--- src/include/cpu_defs.svh ---
`ifndef CPU_DEFS_SVH
`define CPU_DEFS_SVH

// boot vector
`define RESET_PC 32'hbfc0_0000

// primary opcodes
`define OP_RTYPE 6'b000000
`define OP_ADDIU 6'b001001
`define OP_LW    6'b100011
`define OP_SW    6'b101011
`define OP_BEQ   6'b000100
`define OP_BNE   6'b000101
`define OP_J     6'b000010

// R-type function codes
`define FN_ADDU  6'b100001
`define FN_SUBU  6'b100011
`define FN_AND   6'b100100
`define FN_OR    6'b100101
`define FN_XOR   6'b100110
`define FN_SLT   6'b101010

`define NUM_REGS 32

`endif

--- src/rtl/cpu_pkg.sv ---
`default_nettype none

package cpu_pkg;

    typedef logic [31:0] word_t;     // data or address word
    typedef logic [4:0]  regAddr_t;  // register number
    typedef logic [5:0]  opcode_t;   // instr[31:26]
    typedef logic [5:0]  funct_t;    // instr[5:0] of R-type
    typedef logic [15:0] imm_t;      // raw immediate field

    typedef enum logic [2:0] {
        ALU_ADD,
        ALU_SUB,
        ALU_AND,
        ALU_OR,
        ALU_XOR,
        ALU_SLT
    } aluOp_t;

    // decode operand source
    typedef enum logic [1:0] {
        FWD_REG,   // register file
        FWD_EXEC,  // ALU result in execute
        FWD_MEM,   // memory stage result, load data included
        FWD_WB     // value being written back
    } fwdSel_t;

endpackage

`default_nettype wire

--- src/rtl/alu.sv ---
`timescale 1ns/1ns
`default_nettype none

module alu (
    input  wire cpu_pkg::aluOp_t  aluOp_i,
    input  wire cpu_pkg::word_t   srcA_i,
    input  wire cpu_pkg::word_t   srcB_i,
    input  wire cpu_pkg::word_t   rsVal_i,
    input  wire cpu_pkg::word_t   rtVal_i,
    input  wire                   branch_i,
    input  wire                   branchNe_i,
    output cpu_pkg::word_t        result_o,
    output logic                  branchTaken_o
);
    import cpu_pkg::*;

    logic isLess;
    logic isEqual;

    assign isLess  = $signed(srcA_i) < $signed(srcB_i);
    assign isEqual = (rsVal_i == rtVal_i);

    always_comb begin
        case (aluOp_i)
            ALU_ADD: result_o = srcA_i + srcB_i;  // wraps, no overflow trap
            ALU_SUB: result_o = srcA_i - srcB_i;
            ALU_AND: result_o = srcA_i & srcB_i;
            ALU_OR:  result_o = srcA_i | srcB_i;
            ALU_XOR: result_o = srcA_i ^ srcB_i;
            ALU_SLT: result_o = {31'd0, isLess};
            default: result_o = srcA_i + srcB_i;
        endcase
    end

    assign branchTaken_o = branch_i && (branchNe_i ? !isEqual : isEqual);

endmodule

`default_nettype wire

--- src/rtl/hazard_unit.sv ---
`timescale 1ns/1ns
`default_nettype none

module hazard_unit (
    input  wire cpu_pkg::regAddr_t  rsD_i,
    input  wire cpu_pkg::regAddr_t  rtD_i,
    input  wire                     readsRs_i,
    input  wire                     readsRt_i,
    input  wire cpu_pkg::regAddr_t  destE_i,
    input  wire cpu_pkg::regAddr_t  destM_i,
    input  wire cpu_pkg::regAddr_t  destW_i,
    input  wire                     regWriteE_i,
    input  wire                     regWriteM_i,
    input  wire                     regWriteW_i,
    input  wire                     memReadE_i,
    input  wire                     branchTakenE_i,
    output cpu_pkg::fwdSel_t        fwdA_o,
    output cpu_pkg::fwdSel_t        fwdB_o,
    output logic                    stallFd_o,
    output logic                    flushD_o,
    output logic                    flushE_o
);
    import cpu_pkg::*;

    logic loadHitRs;
    logic loadHitRt;

    // youngest writer wins, r0 never forwarded
    function automatic fwdSel_t pickSource(input regAddr_t src);
        fwdSel_t sel;
        if (src == '0) begin
            sel = FWD_REG;
        end else if (regWriteE_i && destE_i == src) begin
            sel = FWD_EXEC;
        end else if (regWriteM_i && destM_i == src) begin
            sel = FWD_MEM;
        end else if (regWriteW_i && destW_i == src) begin
            sel = FWD_WB;
        end else begin
            sel = FWD_REG;
        end
        return sel;
    endfunction

    always_comb begin
        fwdA_o = pickSource(rsD_i);
        fwdB_o = pickSource(rtD_i);
    end

    // load data only exists one stage later
    assign loadHitRs = readsRs_i && (rsD_i == destE_i);
    assign loadHitRt = readsRt_i && (rtD_i == destE_i);
    assign stallFd_o = memReadE_i && regWriteE_i && (destE_i != '0)
                       && (loadHitRs || loadHitRt);

    assign flushE_o = stallFd_o;       // bubble behind the load
    assign flushD_o = branchTakenE_i;  // wrong-path fetch after the slot

endmodule

`default_nettype wire

--- src/rtl/inst_decoder.sv ---
`timescale 1ns/1ns
`default_nettype none

`include "cpu_defs.svh"

module inst_decoder (
    input  wire cpu_pkg::word_t  instr_i,
    output cpu_pkg::aluOp_t      aluOp_o,
    output logic                 useImm_o,
    output logic                 regWrite_o,
    output cpu_pkg::regAddr_t    destReg_o,
    output logic                 memRead_o,
    output logic                 memWrite_o,
    output logic                 branch_o,
    output logic                 branchNe_o,
    output logic                 jump_o,
    output logic                 readsRs_o,
    output logic                 readsRt_o
);
    import cpu_pkg::*;

    opcode_t  opcode;
    funct_t   funct;
    regAddr_t rt;
    regAddr_t rd;

    assign opcode = instr_i[31:26];
    assign funct  = instr_i[5:0];
    assign rt     = instr_i[20:16];
    assign rd     = instr_i[15:11];

    always_comb begin
        aluOp_o    = ALU_ADD;  // address and immediate adds
        useImm_o   = 1'b0;
        regWrite_o = 1'b0;
        destReg_o  = '0;
        memRead_o  = 1'b0;
        memWrite_o = 1'b0;
        branch_o   = 1'b0;
        branchNe_o = 1'b0;
        jump_o     = 1'b0;
        readsRs_o  = 1'b0;
        readsRt_o  = 1'b0;
        case (opcode)
            `OP_RTYPE: begin
                destReg_o  = rd;
                regWrite_o = 1'b1;
                readsRs_o  = 1'b1;
                readsRt_o  = 1'b1;
                case (funct)
                    `FN_ADDU: aluOp_o = ALU_ADD;
                    `FN_SUBU: aluOp_o = ALU_SUB;
                    `FN_AND:  aluOp_o = ALU_AND;
                    `FN_OR:   aluOp_o = ALU_OR;
                    `FN_XOR:  aluOp_o = ALU_XOR;
                    `FN_SLT:  aluOp_o = ALU_SLT;
                    default: begin
                        // sll and the rest fall through as nops
                        regWrite_o = 1'b0;
                        readsRs_o  = 1'b0;
                        readsRt_o  = 1'b0;
                    end
                endcase
            end
            `OP_ADDIU: begin
                useImm_o   = 1'b1;
                regWrite_o = 1'b1;
                destReg_o  = rt;
                readsRs_o  = 1'b1;
            end
            `OP_LW: begin
                useImm_o   = 1'b1;
                regWrite_o = 1'b1;
                destReg_o  = rt;
                memRead_o  = 1'b1;
                readsRs_o  = 1'b1;
            end
            `OP_SW: begin
                useImm_o   = 1'b1;
                memWrite_o = 1'b1;
                readsRs_o  = 1'b1;
                readsRt_o  = 1'b1;  // store data
            end
            `OP_BEQ, `OP_BNE: begin
                branch_o   = 1'b1;
                branchNe_o = (opcode == `OP_BNE);
                readsRs_o  = 1'b1;
                readsRt_o  = 1'b1;
            end
            `OP_J:   jump_o = 1'b1;
            default: ;  // unknown opcode, nop
        endcase
    end

endmodule

`default_nettype wire

--- src/rtl/pc_unit.sv ---
`timescale 1ns/1ns
`default_nettype none

`include "cpu_defs.svh"

module pc_unit (
    input  wire                  clk,
    input  wire                  reset_i,
    input  wire                  stall_i,
    input  wire                  jump_i,
    input  wire cpu_pkg::word_t  jumpTarget_i,
    input  wire                  branchTaken_i,
    input  wire cpu_pkg::word_t  branchTarget_i,
    output cpu_pkg::word_t       pc_o
);
    import cpu_pkg::*;

    word_t nextPc;

    always_comb begin
        if (branchTaken_i) begin
            nextPc = branchTarget_i;  // resolved in execute, wins over decode
        end else if (jump_i) begin
            nextPc = jumpTarget_i;
        end else begin
            nextPc = pc_o + 32'd4;
        end
    end

    always_ff @(posedge clk) begin
        if (reset_i) begin
            pc_o <= `RESET_PC;
        end else if (!stall_i) begin
            pc_o <= nextPc;
        end
    end

endmodule

`default_nettype wire

--- src/rtl/reg_file.sv ---
`timescale 1ns/1ns
`default_nettype none

`include "cpu_defs.svh"

module reg_file (
    input  wire                     clk,
    input  wire                     reset_i,
    input  wire                     we_i,
    input  wire cpu_pkg::regAddr_t  waddr_i,
    input  wire cpu_pkg::regAddr_t  raddr1_i,
    input  wire cpu_pkg::regAddr_t  raddr2_i,
    input  wire cpu_pkg::word_t     wdata_i,
    output cpu_pkg::word_t          rdata1_o,
    output cpu_pkg::word_t          rdata2_o
);
    import cpu_pkg::*;

    word_t regs [`NUM_REGS];

    // all registers start at zero
    always_ff @(posedge clk) begin
        if (reset_i) begin
            for (int i = 0; i < `NUM_REGS; i++) begin
                regs[i] <= '0;
            end
        end else if (we_i) begin
            regs[waddr_i] <= wdata_i;
        end
    end

    // a write to r0 is kept but never seen
    assign rdata1_o = (raddr1_i == '0) ? '0 : regs[raddr1_i];
    assign rdata2_o = (raddr2_i == '0) ? '0 : regs[raddr2_i];

endmodule

`default_nettype wire

--- src/rtl/mips_pipeline.sv ---
`timescale 1ns/1ns
`default_nettype none

module mips_pipeline (
    input  wire                       clk,
    input  wire                       reset_i,
    output cpu_pkg::word_t            instAddr_o,
    output logic                      instEn_o,
    input  wire cpu_pkg::word_t       instr_i,
    output logic                      memEn_o,
    output logic                      memWe_o,
    output cpu_pkg::word_t            memAddr_o,
    output cpu_pkg::word_t            memWdata_o,
    input  wire cpu_pkg::word_t       memRdata_i,
    output cpu_pkg::word_t            debugWbPc_o,
    output logic                      debugWbRfWen_o,
    output cpu_pkg::regAddr_t         debugWbRfWnum_o,
    output cpu_pkg::word_t            debugWbRfWdata_o
);
    import cpu_pkg::*;

    logic     stallFd;
    logic     flushD;
    logic     flushE;
    fwdSel_t  fwdA;
    fwdSel_t  fwdB;
    word_t    pcF;

    word_t    pcD;
    word_t    instrD;
    word_t    pcPlus4D;
    imm_t     immFieldD;
    word_t    immD;
    word_t    rfData1D;
    word_t    rfData2D;
    word_t    rsValD;
    word_t    rtValD;
    word_t    srcBD;
    word_t    branchTargetD;
    word_t    jumpTargetD;
    regAddr_t destD;
    aluOp_t   aluOpD;
    logic     useImmD;
    logic     regWriteD;
    logic     memReadD;
    logic     memWriteD;
    logic     branchD;
    logic     branchNeD;
    logic     jumpD;
    logic     readsRsD;
    logic     readsRtD;

    word_t    pcE;
    word_t    rsValE;
    word_t    rtValE;
    word_t    srcBE;
    word_t    branchTargetE;
    word_t    aluResultE;
    regAddr_t destE;
    aluOp_t   aluOpE;
    logic     regWriteE;
    logic     memReadE;
    logic     memWriteE;
    logic     branchE;
    logic     branchNeE;
    logic     branchTakenE;

    word_t    pcM;
    word_t    aluResultM;
    word_t    storeDataM;
    word_t    resultM;
    regAddr_t destM;
    logic     regWriteM;
    logic     memReadM;
    logic     memWriteM;

    word_t    pcW;
    word_t    resultW;
    regAddr_t destW;
    logic     regWriteW;

    function automatic word_t pickOperand(input fwdSel_t sel, input word_t rfVal);
        word_t val;
        case (sel)
            FWD_EXEC: val = aluResultE;
            FWD_MEM:  val = resultM;
            FWD_WB:   val = resultW;
            default:  val = rfVal;
        endcase
        return val;
    endfunction

    pc_unit u_pcUnit (
        .clk            (clk),
        .reset_i        (reset_i),
        .stall_i        (stallFd),
        .jump_i         (jumpD),
        .jumpTarget_i   (jumpTargetD),
        .branchTaken_i  (branchTakenE),
        .branchTarget_i (branchTargetE),
        .pc_o           (pcF)
    );

    assign instAddr_o = pcF;
    assign instEn_o   = !stallFd;  // held fetch needs no new read

    always_ff @(posedge clk) begin
        if (reset_i || flushD) begin
            instrD <= '0;  // sll r0 decodes as a nop
        end else if (!stallFd) begin
            instrD <= instr_i;
        end
    end

    always_ff @(posedge clk) begin
        if (!stallFd) begin
            pcD <= pcF;
        end
    end

    inst_decoder u_decoder (
        .instr_i    (instrD),
        .aluOp_o    (aluOpD),
        .useImm_o   (useImmD),
        .regWrite_o (regWriteD),
        .destReg_o  (destD),
        .memRead_o  (memReadD),
        .memWrite_o (memWriteD),
        .branch_o   (branchD),
        .branchNe_o (branchNeD),
        .jump_o     (jumpD),
        .readsRs_o  (readsRsD),
        .readsRt_o  (readsRtD)
    );

    reg_file u_regFile (
        .clk      (clk),
        .reset_i  (reset_i),
        .we_i     (regWriteW),
        .waddr_i  (destW),
        .raddr1_i (instrD[25:21]),
        .raddr2_i (instrD[20:16]),
        .wdata_i  (resultW),
        .rdata1_o (rfData1D),
        .rdata2_o (rfData2D)
    );

    assign rsValD = pickOperand(fwdA, rfData1D);
    assign rtValD = pickOperand(fwdB, rfData2D);

    assign immFieldD     = instrD[15:0];
    assign immD          = {{16{immFieldD[15]}}, immFieldD};
    assign srcBD         = useImmD ? immD : rtValD;
    assign pcPlus4D      = pcD + 32'd4;
    assign branchTargetD = pcPlus4D + {immD[29:0], 2'b00};
    assign jumpTargetD   = {pcPlus4D[31:28], instrD[25:0], 2'b00};  // region of the slot

    // decode to execute, bubble on load-use
    always_ff @(posedge clk) begin
        if (reset_i || flushE) begin
            regWriteE <= 1'b0;
            memReadE  <= 1'b0;
            memWriteE <= 1'b0;
            branchE   <= 1'b0;
        end else begin
            regWriteE <= regWriteD;
            memReadE  <= memReadD;
            memWriteE <= memWriteD;
            branchE   <= branchD;
        end
    end

    always_ff @(posedge clk) begin
        pcE           <= pcD;
        aluOpE        <= aluOpD;
        branchNeE     <= branchNeD;
        rsValE        <= rsValD;
        rtValE        <= rtValD;
        srcBE         <= srcBD;
        destE         <= destD;
        branchTargetE <= branchTargetD;
    end

    alu u_alu (
        .aluOp_i       (aluOpE),
        .srcA_i        (rsValE),
        .srcB_i        (srcBE),
        .rsVal_i       (rsValE),
        .rtVal_i       (rtValE),
        .branch_i      (branchE),
        .branchNe_i    (branchNeE),
        .result_o      (aluResultE),
        .branchTaken_o (branchTakenE)
    );

    always_ff @(posedge clk) begin
        if (reset_i) begin
            regWriteM <= 1'b0;
            memReadM  <= 1'b0;
            memWriteM <= 1'b0;
        end else begin
            regWriteM <= regWriteE;
            memReadM  <= memReadE;
            memWriteM <= memWriteE;
        end
    end

    always_ff @(posedge clk) begin
        pcM        <= pcE;
        aluResultM <= aluResultE;
        storeDataM <= rtValE;
        destM      <= destE;
    end

    // data memory answers in the same cycle
    assign memEn_o    = memReadM || memWriteM;
    assign memWe_o    = memWriteM;
    assign memAddr_o  = aluResultM;
    assign memWdata_o = storeDataM;
    assign resultM    = memReadM ? memRdata_i : aluResultM;

    always_ff @(posedge clk) begin
        if (reset_i) begin
            regWriteW <= 1'b0;
        end else begin
            regWriteW <= regWriteM;
        end
    end

    always_ff @(posedge clk) begin
        pcW     <= pcM;
        resultW <= resultM;
        destW   <= destM;
    end

    hazard_unit u_hazard (
        .rsD_i          (instrD[25:21]),
        .rtD_i          (instrD[20:16]),
        .readsRs_i      (readsRsD),
        .readsRt_i      (readsRtD),
        .destE_i        (destE),
        .destM_i        (destM),
        .destW_i        (destW),
        .regWriteE_i    (regWriteE),
        .regWriteM_i    (regWriteM),
        .regWriteW_i    (regWriteW),
        .memReadE_i     (memReadE),
        .branchTakenE_i (branchTakenE),
        .fwdA_o         (fwdA),
        .fwdB_o         (fwdB),
        .stallFd_o      (stallFd),
        .flushD_o       (flushD),
        .flushE_o       (flushE)
    );

    assign debugWbPc_o      = pcW;
    assign debugWbRfWen_o   = regWriteW;
    assign debugWbRfWnum_o  = destW;
    assign debugWbRfWdata_o = resultW;

endmodule

`default_nettype wire

--- config.mk ---
export PLATFORM = sky130hd
export DESIGN_NAME = mips_pipeline
export DESIGN_NICKNAME = d
export VERILOG_FILES = /design/src/rtl/cpu_pkg.sv /design/src/rtl/alu.sv /design/src/rtl/hazard_unit.sv /design/src/rtl/inst_decoder.sv /design/src/rtl/pc_unit.sv /design/src/rtl/reg_file.sv /design/src/rtl/mips_pipeline.sv
export VERILOG_INCLUDE_DIRS = /design/src /design/src/include
export SDC_FILE = /design/constraint.sdc
export NUM_CORES = 2
export LEC_CHECK = 0
export BUFFER_PORTS_ARGS = -buffer_cell sky130_fd_sc_hd__buf_2
export CAP_MARGIN = 20
export CORE_ASPECT_RATIO = 1.1
export CORE_MARGIN = 1
export CORE_UTILIZATION = 65
export CTS_CLUSTER_DIAMETER = 50
export DETAILED_ROUTE_END_ITERATION = 10
export PLACE_DENSITY = 0.92
export SETUP_SLACK_MARGIN = 0.4
export SLEW_MARGIN = 10
export SYNTH_ARGS = -nofsm -noshare
export SYNTH_HDL_FRONTEND = slang
export SYNTH_SLANG_ARGS = --single-unit
--- constraint.sdc ---
create_clock -name clk -period 7.98 [get_ports clk]
set_input_delay 1.197 -clock clk [delete_from_list [all_inputs] [get_ports clk]]
set_output_delay 1.197 -clock clk [all_outputs]
set_load 0.02 [all_outputs]
==> impl_metrics.yaml <==
yosys:
  yosysSeqAreaShare_pct: 52.5
  synthArstFlopShare_pct: 0
  synth-edff-count: 1056
  netlist_instances: 5703
  netlist_area_mm2: 0.0764
  yosys_warnings: 0
  synth_nets: 5899
  synth_seq_cells: 1475
  ys.flop_type: "edfxtp_1"
  syn_area_per_cell_um2: 13.4
  synth_area_leaders: "edfxtp_1, mux4_2, dfxtp_1"
  synth_top_area_share_pct: 41.5
  yosys.area.top_type: "edfxtp_1"
  synth_cell_types: 79
route:
  final_antenna_net_count: 0
  vias_per_cell: 7.63
  firstDrtPassIters: 11
  initialDrtViolationCount: 10200
  vias: 56200
  avgRoutedWirePerCell_um: 35.5
  wirelength_um: 262000
  drc: 107
placed_design:
  dp.cells: 7074
  io_buffers: 234
  gp_congestion: 1.02
  dpl_cell_area_mm2: 0.0788
  dp_hpwl_um: 162000
final_layout:
  stdcell_count: 7372
  layout_common_cells: "edfxtp_1, and2_1, mux4_2"
  final_nets: 5899
  fill_cells: 6725
  final_common_cell: "edfxtp_1"
  final_layout_size_suffix_gt1_share_pct: 24.1
  design_area_mm2: 0.0840
  area_growth_pct: 9.91
global_routing:
  grt_start_max_net_pins: 129
  gr-total-overflow: 0
  grt_pass1_vias: 54600
  grt_usage_pct: 43.5
  grt_pass1_wl_um: 371000
  antenna_found_initial: 22
timing:
  finalCritPeriodShare_pct: 57.6
  grt_setup_unrepaired: "false"
  finalHoldViolations: 0
  tightest_slew_ns: 1.18
  finClkSkew_ns: 0.0492
  setup_violations: 0
  timing.fmax_ghz: 0.218
  slew_violations: 0
  timing.slew.headroom_pct: 21.0
  period_minus_slack_ns: 4.59
  fin_tns_setup_ns: 0
outcome:
  status: "complete, but fails checks"
  violations: "DRC"
die:
  fp.dieW_um: 329
  die_y_um: 362
  num_io_pins: 235
  start_util_pct: 65.8
  fp.dieArea_mm2: 0.119
  core_area_mm2: 0.116
  rows: 131
critical_path:
  ff2ff_path_depth: 7
  crit_fanout: 44
  timing.critical_path.from: "instrD[30]"
  critical_path_class: "reg -> out"
  cp-start-kind: "register"
  arrival_ns: 3.40
  reg2reg_slack_ns: 3.60
  r2r-end: "rsValE[24]"
  cp.required_ns: 6.78
  cp-end-kind: "primary output"
  endpoint: "instEn_o"
power:
  power.density_mw_per_mm2: 248
  clkPwrFrac_pct: 35.5
  power_switching_mw: 6.74
  p_sw_share_pct: 32.3
  power.share.sequential_pct: 44.9
  power_leakage_nw: 31.1
  ir_worst_vdd_mv: 0.324
  p_int_mw: 14.1
  combPwrFrac_pct: 19.6
cts:
  clock-sinks: 1475
  cts_resized: 0
  htreeDepth: 4
  clk_latency_ns: 0.86
  cts_inserted_buffers: 151
  cts_setup_buffers: 0
  hold_buffers: 0
  cts_max_path_buffers: 3
  cts-root-buf: "clkbuf_16"
  path_clk_slew_ns: 0.06
  cts_tree: "yes"
worst_hold_path:
  worstHoldPathCells: 0
  min_path_type: "reg -> reg"
run:
  cap_violations: 0
==> how the worst min path moves through the flow <==
stage / startpoint / end / slack (ns)
floorplan: pcM[0] / debugWbPc_o[0] / 0.31
global placement: pcM[12] / debugWbPc_o[12] / 0.31
detailed placement: pcM[9] / debugWbPc_o[9] / 0.31
CTS: pcM[28] / debugWbPc_o[28] / 0.32
global route: pcM[28] / debugWbPc_o[28] / 0.33
finish: pcM[28] / debugWbPc_o[28] / 0.32
==> metrics by stage <==
step	power [mW]	util, %	hold slack [ns]	setup WS (ns)
2_1_floorplan	11.5	-	0.310	3.88
3_3_place_gp	13.1	67.7	0.310	3.79
3_5_place_dp	13.2	67.8	0.312	3.59
4_1_cts	20.5	72.2	0.325	3.44
5_1_grt	21.1	72.2	0.326	3.18
6_report	20.9	72.3	0.323	3.39
==> routing by layer <==
metal | global-route usage [%] | wire length, um
met4 | 30.7 | 24900
met1 | 50.3 | 77600
met3 | 16.9 | 42300
met2 | 66.5 | 117000
met5 | 0 | 282
==> synth_stat cells, drive strengths merged, types with 24 or more instances <==
library cell	n
mux2i	123
o22ai	67
xnor2	109
clkbuf	386
nand4	27
nand2	152
mux2	70
edfxtp	1056
o21ai	97
nor3	48
buf	103
nor2	302
a21o	40
mux4	640
inv	153
xor2	47
and2	1032
or2	41
nand3	55
o21bai	24
and3	25
a21oi	202
a211oi	70
dfxtp	419
ha	127
==> power groups by stage <==
stage          logic [mW]  registers (mW)  clock network, mW
2_1_floorplan        2.18            9.28                  0
3_3_place_gp         3.72            9.38                  0
3_5_place_dp         3.79            9.43                  0
4_1_cts              3.85            9.30               7.32
5_1_grt              4.14            9.36               7.62
6_report             4.09            9.36               7.40
==> state kept, by name, summed over array words and instances (netlist names), 3 cells and up, named ones only <==
register,flops
memAddr_o,32
srcBE,32
debugWbRfWdata_o,32
rsValE,32
debugWbPc_o,32
memWdata_o,32
rtValE,32
debugWbRfWnum_o,5
pcM,32
instrD,32
u_pcUnit.pc_o,32
u_regFile.regs,1024
branchTargetE,32
pcD,32
destE,5
destM,5
aluOpE,3
pcE,30
==> critical path, cell delays in order (launching register included) <==
cell and delay, ns:
dfxtp_1 0.36, or3_1 0.40, nor4_2 0.15, buf_4 0.19, o2111ai_1 0.15, o21ai_0 0.17, nand2_1 0.13, a21oi_4 0.15
buf_4 0.59, inv_2 0.06, buf_2 0.18
==> cells by family after synthesis <==
kind of cell,Yosys count,synth area share (%)
flops,1475,52.5
buf+inv,646,3.21
mux,833,21.5
simple gates,1777,13.0
fa+ha+maj,130,2.16
xor+xnor,156,1.79
compound gates,686,5.85
==> cell type report <==
class                   count  area, um2  area share, %
inverters                 157        589          0.702
multi-input cells        3582      34100           40.6
repair buffers            336       2150           2.56
flip-flops and latches   1475      40100           47.8
diodes                     15       37.5         0.0447
well taps                1529       1910           2.28
clock buffers             191       4100           4.88
clock inverters            87        990           1.18
Note: power is estimated with default switching activity, not from simulation.
